[src/include/mul_macros.svh]
`ifndef MUL_MACROS_SVH
`define MUL_MACROS_SVH

// ============================================================
// op codes from the decode stage.
// ============================================================

// low word of the product.
`define MUL_OP_MUL    8'h1c
// high word of the signed product.
`define MUL_OP_MULH   8'h1d
// high word of the unsigned product.
`define MUL_OP_MULHU  8'h1e

// ============================================================
// pipeline shape.
// ============================================================

// 1, 2, 4 or 8 partial-product stages.
`define MUL_STAGES      4
`define MUL_STAGE_BITS  (32 / `MUL_STAGES)

// issue slot, one cycle per stage, result register.
`define MUL_LATENCY     (`MUL_STAGES + 2)

`endif

[src/hdl/mul_pkg.sv]
`default_nettype none

package mul_pkg;

    // ============================================================
    // widths shared by the multiply pipeline.
    // ============================================================

    // op code as presented by decode.
    typedef logic [7:0] op_t;

    // operand and result word.
    typedef logic [31:0] word_t;

    // extended multiplicand and running product.
    typedef logic [63:0] dword_t;

endpackage

`default_nettype wire

[src/hdl/mul_issue.sv]
`timescale 1ns/10ps
`default_nettype none

`include "mul_macros.svh"

module mul_issue (
    input  logic            clk,
    input  logic            rst_n,
    input  mul_pkg::op_t    op,
    input  mul_pkg::word_t  mul_in_a,
    input  mul_pkg::word_t  mul_in_b,
    output logic            valid,
    output mul_pkg::dword_t a_ext,
    output mul_pkg::word_t  b,
    output logic            is_signed,
    output logic            sel_hi
);

    logic is_mul;
    logic is_sgn;
    logic is_hi;

    // decode the op code once, the stages only see control bits.
    always_comb begin
        is_mul = (op == `MUL_OP_MUL) || (op == `MUL_OP_MULH) || (op == `MUL_OP_MULHU);
        is_sgn = (op == `MUL_OP_MUL) || (op == `MUL_OP_MULH);
        is_hi  = (op == `MUL_OP_MULH) || (op == `MUL_OP_MULHU);
    end

    always_ff @(posedge clk) begin
        if (!rst_n) begin
            valid <= 1'b0;
        end else begin
            valid <= is_mul;
        end
    end

    // slot 0 payload.
    always_ff @(posedge clk) begin
        if (is_sgn) begin
            a_ext <= {{32{mul_in_a[31]}}, mul_in_a};
        end else begin
            a_ext <= {32'b0, mul_in_a};
        end
        b         <= mul_in_b;
        is_signed <= is_sgn;
        sel_hi    <= is_hi;
    end

endmodule

`default_nettype wire

[src/hdl/mul_stage.sv]
`timescale 1ns/10ps
`default_nettype none

`include "mul_macros.svh"

module mul_stage #(
    parameter int STAGE_IDX = 0
) (
    input  logic            clk,
    input  logic            rst_n,
    input  logic            valid_in,
    input  mul_pkg::dword_t a_ext_in,
    input  mul_pkg::word_t  b_in,
    input  logic            is_signed_in,
    input  logic            sel_hi_in,
    input  mul_pkg::dword_t acc_in,
    output logic            valid_out,
    output mul_pkg::dword_t a_ext_out,
    output mul_pkg::word_t  b_out,
    output logic            is_signed_out,
    output logic            sel_hi_out,
    output mul_pkg::dword_t acc_out
);

    // lowest multiplier bit owned by this stage.
    localparam int LO_BIT = STAGE_IDX * `MUL_STAGE_BITS;

    // the last stage holds bit 31, which weighs -2^31 for signed ops.
    localparam bit OWNS_MSB = (LO_BIT + `MUL_STAGE_BITS - 1) == 31;

    mul_pkg::dword_t sum;

    always_comb begin
        sum = acc_in;
        for (int j = 0; j < `MUL_STAGE_BITS; j++) begin
            if (b_in[LO_BIT + j]) begin
                if (OWNS_MSB && (j == `MUL_STAGE_BITS - 1) && is_signed_in) begin
                    sum = sum - (a_ext_in << (LO_BIT + j));
                end else begin
                    sum = sum + (a_ext_in << (LO_BIT + j));
                end
            end
        end
    end

    always_ff @(posedge clk) begin
        if (!rst_n) begin
            valid_out <= 1'b0;
        end else begin
            valid_out <= valid_in;
        end
    end

    always_ff @(posedge clk) begin
        a_ext_out     <= a_ext_in;
        b_out         <= b_in;
        is_signed_out <= is_signed_in;
        sel_hi_out    <= sel_hi_in;
        acc_out       <= sum;
    end

endmodule

`default_nettype wire

[src/hdl/mul_result.sv]
`timescale 1ns/10ps
`default_nettype none

module mul_result (
    input  logic            clk,
    input  logic            rst_n,
    input  logic            valid,
    input  logic            sel_hi,
    input  mul_pkg::dword_t acc,
    output logic            mul_out_valid,
    output mul_pkg::word_t  mul_out
);

    mul_pkg::word_t word_sel;

    // MULH and MULHU take the upper half.
    always_comb begin
        if (sel_hi) begin
            word_sel = acc[63:32];
        end else begin
            word_sel = acc[31:0];
        end
    end

    // ============================================================
    // output register, holds the last result between pulses.
    // ============================================================

    always_ff @(posedge clk) begin
        if (!rst_n) begin
            mul_out_valid <= 1'b0;
            mul_out       <= '0;
        end else begin
            mul_out_valid <= valid;
            if (valid) begin
                mul_out <= word_sel;
            end
        end
    end

endmodule

`default_nettype wire

[src/hdl/mul_unit.sv]
`timescale 1ns/10ps
`default_nettype none

`include "mul_macros.svh"

module mul_unit (
    input  logic           clk,
    input  logic           rst_n,
    input  mul_pkg::op_t   op,
    input  mul_pkg::word_t mul_in_a,
    input  mul_pkg::word_t mul_in_b,
    output logic           mul_out_valid,
    output mul_pkg::word_t mul_out
);

    // slot k feeds stage k, slot MUL_STAGES feeds the result block.
    logic [`MUL_STAGES:0] valid_s;
    logic [`MUL_STAGES:0] is_signed_s;
    logic [`MUL_STAGES:0] sel_hi_s;
    mul_pkg::dword_t      a_ext_s [`MUL_STAGES+1];
    mul_pkg::word_t       b_s     [`MUL_STAGES+1];
    mul_pkg::dword_t      acc_s   [`MUL_STAGES+1];

    // running product starts empty.
    assign acc_s[0] = '0;

    mul_issue issue_i (
        .clk       (clk),
        .rst_n     (rst_n),
        .op        (op),
        .mul_in_a  (mul_in_a),
        .mul_in_b  (mul_in_b),
        .valid     (valid_s[0]),
        .a_ext     (a_ext_s[0]),
        .b         (b_s[0]),
        .is_signed (is_signed_s[0]),
        .sel_hi    (sel_hi_s[0])
    );

    // ============================================================
    // partial-product chain.
    // ============================================================

    for (genvar k = 0; k < `MUL_STAGES; k++) begin : g_stage
        mul_stage #(
            .STAGE_IDX (k)
        ) stage_i (
            .clk           (clk),
            .rst_n         (rst_n),
            .valid_in      (valid_s[k]),
            .a_ext_in      (a_ext_s[k]),
            .b_in          (b_s[k]),
            .is_signed_in  (is_signed_s[k]),
            .sel_hi_in     (sel_hi_s[k]),
            .acc_in        (acc_s[k]),
            .valid_out     (valid_s[k+1]),
            .a_ext_out     (a_ext_s[k+1]),
            .b_out         (b_s[k+1]),
            .is_signed_out (is_signed_s[k+1]),
            .sel_hi_out    (sel_hi_s[k+1]),
            .acc_out       (acc_s[k+1])
        );
    end

    mul_result result_i (
        .clk           (clk),
        .rst_n         (rst_n),
        .valid         (valid_s[`MUL_STAGES]),
        .sel_hi        (sel_hi_s[`MUL_STAGES]),
        .acc           (acc_s[`MUL_STAGES]),
        .mul_out_valid (mul_out_valid),
        .mul_out       (mul_out)
    );

endmodule

`default_nettype wire

[config.mk]
export PLATFORM = sky130hd
export DESIGN_NAME = mul_unit
export DESIGN_NICKNAME = d
export VERILOG_FILES = /design/src/hdl/mul_pkg.sv /design/src/hdl/mul_issue.sv /design/src/hdl/mul_stage.sv /design/src/hdl/mul_result.sv /design/src/hdl/mul_unit.sv
export VERILOG_INCLUDE_DIRS = /design/src /design/src/include
export SDC_FILE = /design/constraint.sdc
export NUM_CORES = 2
export LEC_CHECK = 0
export BUFFER_PORTS_ARGS = -buffer_cell sky130_fd_sc_hd__buf_2
export CAP_MARGIN = 20
export CORE_MARGIN = 2
export CORE_UTILIZATION = 35
export DETAILED_ROUTE_END_ITERATION = 10
export PLACE_DENSITY_LB_ADDON = 0.3
export SYNTH_ARGS = -nofsm -noshare
export SYNTH_HDL_FRONTEND = slang
export SYNTH_SLANG_ARGS = --single-unit
[constraint.sdc]
create_clock -name clk -period 15.9 [get_ports clk]
set_input_delay 3.18 -clock clk [delete_from_list [all_inputs] [get_ports clk]]
set_output_delay 3.18 -clock clk [all_outputs]
set_load 0.05 [all_outputs]
# After elaboration in Yosys (flattened, before gate mapping)

Cells that the tools add are included.

$add $sub $neg: 32
Reduce and logical (&&, ||, !) cells: 3
Mux-type cells: 34
Equal/unequal tests: 3

Operators by type and width:

| kind                 | number |
|---|---|
| $mux W64             | 33 |
| $add A64 B64 Y64     | 31 |
| $sub A64 B64 Y64     | 1 |
| $mux W32             | 1 |
| $eq A8 B5 Y1 const B | 3 |
| $logic_or A1 B1 Y1   | 3 |

Output and inout bits: 33
Word-level logic and storage cells: 101
Register bits after elaboration: 563

# Logic depth before layout (Yosys ltp)

Word-level depth: 17
Depth in mapped cells: 88
Depth with buffers taken out: 87

# Cells and area by module

A second synthesis with hierarchy kept.

Cells, all modules: 16,225
Area, all modules: 121,277.6 um2

By module, submodules not included:

| module                         | cells each | seq. area each (um2) | area an instance (um2) | times used |
|---|---|---|---|---|
| mul_stage (g_stage[0].stage_i) | 4,887      | 3,263.1              | 35,758.0               | 1 |
| mul_stage (g_stage[1].stage_i) | 4,418      | 3,263.1              | 32,512.4               | 1 |
| mul_stage (g_stage[2].stage_i) | 3,650      | 3,263.1              | 27,271.2               | 1 |
| mul_stage (g_stage[3].stage_i) | 3,017      | 3,263.1              | 22,625.4               | 1 |
| mul_issue                      | 108        | 1,361.3              | 1,682.9                | 1 |
| mul_result                     | 144        | 660.6                | 1,423.9                | 1 |
| mul_unit                       | 1          | 0.0                  | 3.8                    | 1 |

# Worst setup path before layout

OpenSTA, ideal clock, no wires.

Path kind: flip-flop to flip-flop
Start: register, netlist name g_stage[0].stage_i.a_ext_out[32]
End: register g_stage[1].stage_i.acc_out[63]
Slack: -1.116 ns
Cell stages (with the launch flop): 68
Buffers on the path: 3
Library setup time: 0.130 ns
Arrival time: 16.886 ns
Cell sequence: dfxtp_1 -> ha_1 -> a21o_1 -> a21o_1 -> a21oi_1 -> a21boi_0 -> xnor2_1 -> mux2_2 -> ha_1 -> a21oi_1 -> and3_1 -> a21oi_1 -> a32oi_1 -> nand2_1 -> a31oi_1 -> xnor2_1 -> mux2_2 -> ha_1 -> [32 not listed] -> a21oi_1 -> o21ai_0 -> a21o_1 -> a21oi_1 -> xor2_1 -> mux2i_1 -> ha_1 -> clkbuf_1 -> a21oi_1 -> nor2b_1 -> o21ai_0 -> nand2b_1 -> nor3_1 -> a211o_1 -> o21ai_0 -> xor2_1 -> nand2_1 -> xnor3_1

Longest elaborated chain between the ends: 16

Ends and longest elaborated chain:

| element                        | RTL line        | source |
|---|---|---|
| $add A64 B64 Y64               | mul_stage.sv:40 | `sum = sum + (a_ext_in << (LO_BIT + j));` |
| $mux W64                       | mul_stage.sv:36 | `if (b_in[LO_BIT + j]) begin` |
| $add A64 B64 Y64               | mul_stage.sv:40 |  |
| $mux W64                       | mul_stage.sv:36 |  |
| $add A64 B64 Y64               | mul_stage.sv:40 |  |
| $mux W64                       | mul_stage.sv:36 |  |
| $add A64 B64 Y64               | mul_stage.sv:40 |  |
| $mux W64                       | mul_stage.sv:36 |  |
| $add A64 B64 Y64               | mul_stage.sv:40 |  |
| $mux W64                       | mul_stage.sv:36 |  |
| $add A64 B64 Y64               | mul_stage.sv:40 |  |
| $mux W64                       | mul_stage.sv:36 |  |
| $add A64 B64 Y64               | mul_stage.sv:40 |  |
| $mux W64                       | mul_stage.sv:36 |  |
| $add A64 B64 Y64               | mul_stage.sv:40 |  |
| $mux W64 (*)                   | mul_stage.sv:36 |  |
| net g_stage[1].stage_i.sum[63] | mul_stage.sv:31 | `mul_pkg::dword_t sum;` |
| end signal, assigned           | mul_stage.sv:59 | `acc_out <= sum;` |
| end, declared                  | mul_stage.sv:22 | `output mul_pkg::dword_t acc_out` |

The timed path passes the listed nets; every way through them passes the cells marked *.
A chain may end at the register's enable or synchronous reset.

# Final worst setup path

Start: register g_stage[0].stage_i.a_ext_out[0]
End: register g_stage[1].stage_i.acc_out[55]

Longest elaborated chain between the ends: 16

Ends and longest elaborated chain:

| element                        | RTL line        | source |
|---|---|---|
| start, declared                | mul_stage.sv:18 | `output mul_pkg::dword_t a_ext_out,` |
| start signal, assigned         | mul_stage.sv:55 | `a_ext_out <= a_ext_in;` |
| $add A64 B64 Y64               | mul_stage.sv:40 |  |
| $mux W64                       | mul_stage.sv:36 |  |
| $add A64 B64 Y64               | mul_stage.sv:40 |  |
| $mux W64                       | mul_stage.sv:36 |  |
| $add A64 B64 Y64               | mul_stage.sv:40 |  |
| $mux W64                       | mul_stage.sv:36 |  |
| $add A64 B64 Y64               | mul_stage.sv:40 |  |
| $mux W64                       | mul_stage.sv:36 |  |
| $add A64 B64 Y64               | mul_stage.sv:40 |  |
| $mux W64                       | mul_stage.sv:36 |  |
| $add A64 B64 Y64               | mul_stage.sv:40 |  |
| $mux W64                       | mul_stage.sv:36 |  |
| $add A64 B64 Y64               | mul_stage.sv:40 |  |
| $mux W64                       | mul_stage.sv:36 |  |
| $add A64 B64 Y64               | mul_stage.sv:40 |  |
| $mux W64 (*)                   | mul_stage.sv:36 |  |
| net g_stage[1].stage_i.sum[55] | mul_stage.sv:31 |  |

Marks and branches as above.

==> qor.csv <==
stage;metric;value;unit
clocking;cts_tree;built;
worst_setup_path;reg2regPathDepth;85;
synthesis;yosys.area_share.adder;0.1778;
worst_setup_path;worstPathRequired;16.55;ns
worst_setup_path;path_buf_inv;17;
layout;final_nets;16850;
routing;num_vias;111000;
sta;skew;0.09217;ns
sta;hold_viol_final;0;
worst_setup_path;cp-startpoint;g_stage[0].stage_i.a_ext_out[0];
grt;antenna_found_initial;44;
floorplanning;rows;201;
grt;grt_pass1_wl;582600;um
clocking;holdBufCountCts;0;
routing;detail_route.wl_per_cell;19.82;um
sta;relSlewSlack;0.02933;
worst_setup_path;start_kind;register;
layout;fillCellCount;31100;
sta;worst_slack;0.6563;ns
clocking;cts-root-buf;clkbuf_16;
clocking;h-tree-depth;3;
routing;drtIter0Drc;8322;
worst_setup_path;r2r-start;g_stage[0].stage_i.a_ext_out[0];
layout;drive_above_1_share;0.1848;
synthesis;synth_mux_area_frac;0.07295;
synthesis;yosysUniqueCellTypes;103;
synthesis;ys_async_sr_fraction;0;
worst_setup_path;crit_family;compound AO/OA/AOI/OAI gates;
floorplanning;fp.dieArea;306200;sq um
synthesis;synth_compound_area_frac;0.3309;
worst_setup_path;critPathCapture;g_stage[1].stage_i.acc_out[55];
sta;fin_crit;15.24;ns
sta;setup_tns;0;ns
routing;drc;0;
synthesis;ys_seq_area_frac;0.09761;
job;maxCapViolCount;0;
synthesis;syn_nets;15930;
synthesis;netlist_instances;14370;
clocking;cts_buffer_depth;4;
synthesis;synth_top_family_by_area;compound AO/OA/AOI/OAI gates;
placement;gp_congestion;0.9712;
worst_setup_path;crit_arrival;15.89;ns
synthesis;synth-edff-count;0;
placement;dp_hpwl;309600;um
floorplanning;core;300000;sq um
routing;first_pass_iters;6;
clocking;cts_sinks;515;
worst_setup_path;path_depth;85;
worst_setup_path;crit_top_cell;buf_4;
layout;synthToLayoutAreaGrowth;18.22;%
synthesis;synth_area;105600;sq um
sta;worst-slew-pin-transition;1.456;ns
synthesis;yosys.area_share.simple;0.1815;
synthesis;synth_xor_area_frac;0.09999;
synthesis;synth-seq-cells;515;
synthesis;syn_area_per_cell;7.351;sq um
grt;grt_max_degree;167;
floorplanning;start_util;0.3520;
worst_setup_path;end_kind;register;
floorplanning;die_w;553.4;um
floorplanning;die_h;553.4;um
worst_setup_path;rr_endpoint;g_stage[1].stage_i.acc_out[55];
sta;setup_viol;0;
routing;ant_nets;0;
grt;grt_usage;0.2356;
grt;grt_overflow_total;0;
clocking;clk_latency;0.84;ns
worst_setup_path;critPathMaxStageDelay;0.39;ns
worst_hold_path;hold_path_class;reg -> reg;
placement;dp_worst_setup_slack;-0.2518;ns
synthesis;ys.flop_type;dfxtp_1;
clocking;clk_pin_slew;0.06;ns
clocking;tritoncts.num_buffers;76;
synthesis;yosys_warnings;0;
sta;slew_viol_final;0;
sta;grt_setup_unrepaired;true;
floorplanning;num_io_pins;107;
sta;fmax;65.60;MHz
routing;drt-vias-per-instance;5.725;
placement;portBuffers;106;
routing;routed_wl;384200;um
worst_setup_path;rrSetupSlack;0.66;ns
worst_setup_path;crit_slowest_cell;a211o_2;
run_status;status;finished clean;
grt;grt_pass1_vias;102400;
worst_setup_path;critPathKind;reg -> reg;
worst_setup_path;cp_max_fo;5;
sta;period_share;0.9587;
==> state kept, by name, summed over array words and instances (netlist names) <==
name,count
issue_i.a_ext,33
g_stage.stage_i.b_out,48
g_stage.stage_i.a_ext_out,99
g_stage.stage_i.valid_out,4
issue_i.is_signed,1
g_stage.stage_i.is_signed_out,3
result_i.mul_out_valid,1
issue_i.valid,1
g_stage.stage_i.sel_hi_out,4
issue_i.sel_hi,1
result_i.mul_out,32
issue_i.b,32
g_stage.stage_i.acc_out,256
==> per-stage QoR <==
stage / utilization / instance area [sq um] / cells / hold slack (ns)
after floorplan: - / 105600 / 14370 / 0.3096
after global placement: 0.3930 / 117900 / 19070 / 0.3100
after detailed placement: 0.3930 / 117900 / 19070 / 0.3121
after CTS: 0.4019 / 120600 / 19200 / 0.3102
after global routing: 0.4161 / 124800 / 19380 / 0.3113
final: 0.4162 / 124900 / 19390 / 0.2962
==> what timing repair did <==
action,4_1_cts,5_1_grt
resized for setup,24,744
setup endpoints to repair,11,65
pin swaps,0,227
setup buffers,0,107
==> synth_stat cells, types with 37 or more instances <==
cell type | count | area [sq um]
or2_2 | 68 | 425.4
ha_1 | 1451 | 18150
inv_1 | 572 | 2147
a21o_1 | 888 | 6666
dfxtp_1 | 515 | 10310
a21boi_0 | 63 | 473.0
nand4_1 | 194 | 1214
o211a_1 | 53 | 530.5
xnor2_1 | 777 | 6805
nor3_1 | 218 | 1091
nor4_1 | 48 | 300.3
a2111oi_0 | 38 | 332.8
o21bai_1 | 221 | 1659
xor2_1 | 421 | 3687
and3_1 | 163 | 1020
o21ai_1 | 65 | 325.3
a22oi_1 | 44 | 330.3
nand2_1 | 1322 | 4962
nor2b_1 | 189 | 1182
o31ai_1 | 129 | 968.4
clkbuf_1 | 447 | 1678
o21ai_0 | 879 | 4399
mux2i_1 | 139 | 1391
nand2b_1 | 199 | 1245
a31o_2 | 53 | 464.2
or3_1 | 87 | 544.3
o211ai_1 | 104 | 780.8
a21oi_1 | 1488 | 7447
nand3_1 | 284 | 1421
a211oi_1 | 154 | 1156
a31oi_1 | 180 | 1126
buf_1 | 66 | 247.7
o31a_1 | 37 | 324.1
mux2_2 | 558 | 6284
a221o_1 | 48 | 480.5
and2_1 | 124 | 775.7
a221oi_1 | 60 | 525.5
nor2_1 | 1003 | 3765
o21a_1 | 310 | 2327
o221ai_1 | 49 | 429.2
a211o_1 | 59 | 516.8
a41oi_1 | 45 | 394.1
==> layout by cell type, fill, tap and decap left out, types with 85 or more instances in the layout <==
master / instances
ha_1: 1371
a21oi_1: 1367
nand2_1: 1314
buf_4: 1255
nor2_1: 976
a21o_1: 887
o21ai_0: 779
xnor2_1: 771
inv_1: 571
mux2_2: 554
dfxtp_1: 477
xor2_1: 421
o21a_1: 309
nand3_1: 277
o21bai_1: 217
nor3_1: 199
nand2b_1: 199
nand4_1: 194
nor2b_1: 188
and3_1: 162
a31oi_1: 152
mux2i_1: 133
a211oi_1: 131
a21oi_2: 120
and2_1: 116
o21ai_1: 112
o31ai_1: 106
buf_2: 106
o211ai_1: 104
or3_1: 85
==> per-layer routing <==
metal | wire length [um] | GRT usage | part of all wire | vias to the layer above
met3 | 16250 | 0.01603 | 0.042 | 592
met5 | 31 | 0 | 0.000081 | -
met4 | 19070 | 0.1068 | 0.050 | 6
met1 | 169700 | 0.3016 | 0.44 | 52080
li1 | - | - | - | 55580
met2 | 179200 | 0.4028 | 0.47 | 2733
==> area by class of cell <==
cell class	count	area (sq um)	share of cell area
Antenna cell	81	202.7	0.001623
Clock inverter	40	534.3	0.004279
Tap cell	3958	4952	0.03966
Clock buffer	92	2042	0.01635
Sequential cell	515	10370	0.08305
Multi-Input combinational cell	12750	94490	0.7568
Timing Repair Buffer	1368	10090	0.08077
Inverter	582	2185	0.01750
==> worst min path at each step <==
stage / from / cells after the start / endpoint / slack [ns]
finish: issue_i.b[18] / 0 / g_stage[0].stage_i.b_out[18] / 0.30
floorplan: issue_i.b[10] / 0 / g_stage[0].stage_i.b_out[10] / 0.31
CTS: g_stage[2].stage_i.acc_out[20] / 0 / g_stage[3].stage_i.acc_out[20] / 0.31
global route: issue_i.b[18] / 0 / g_stage[0].stage_i.b_out[18] / 0.31
global placement: issue_i.b[25] / 0 / g_stage[0].stage_i.b_out[25] / 0.31
detailed placement: g_stage[1].stage_i.b_out[29] / 0 / g_stage[2].stage_i.b_out[29] / 0.31
==> kinds of logic (layout without fill, tap and decap cells) <==
| logic type | after synthesis | in the layout |
|---|---|---|
| buffers and inverters | 1103 | 2082 |
| DFF | 515 | 515 |
| and+or+nand+nor | 4049 | 4049 |
| muxes | 699 | 699 |
| AOI/OAI and AO/OA | 5320 | 5320 |
| xor gates and xnor gates | 1201 | 1201 |
| adders and majority gates | 1482 | 1482 |
| other | 0 | 81 |
Power is left out: the tool's default activity adds up to more than one toggle a clock period on the data nets, which glitch-free logic cannot reach.
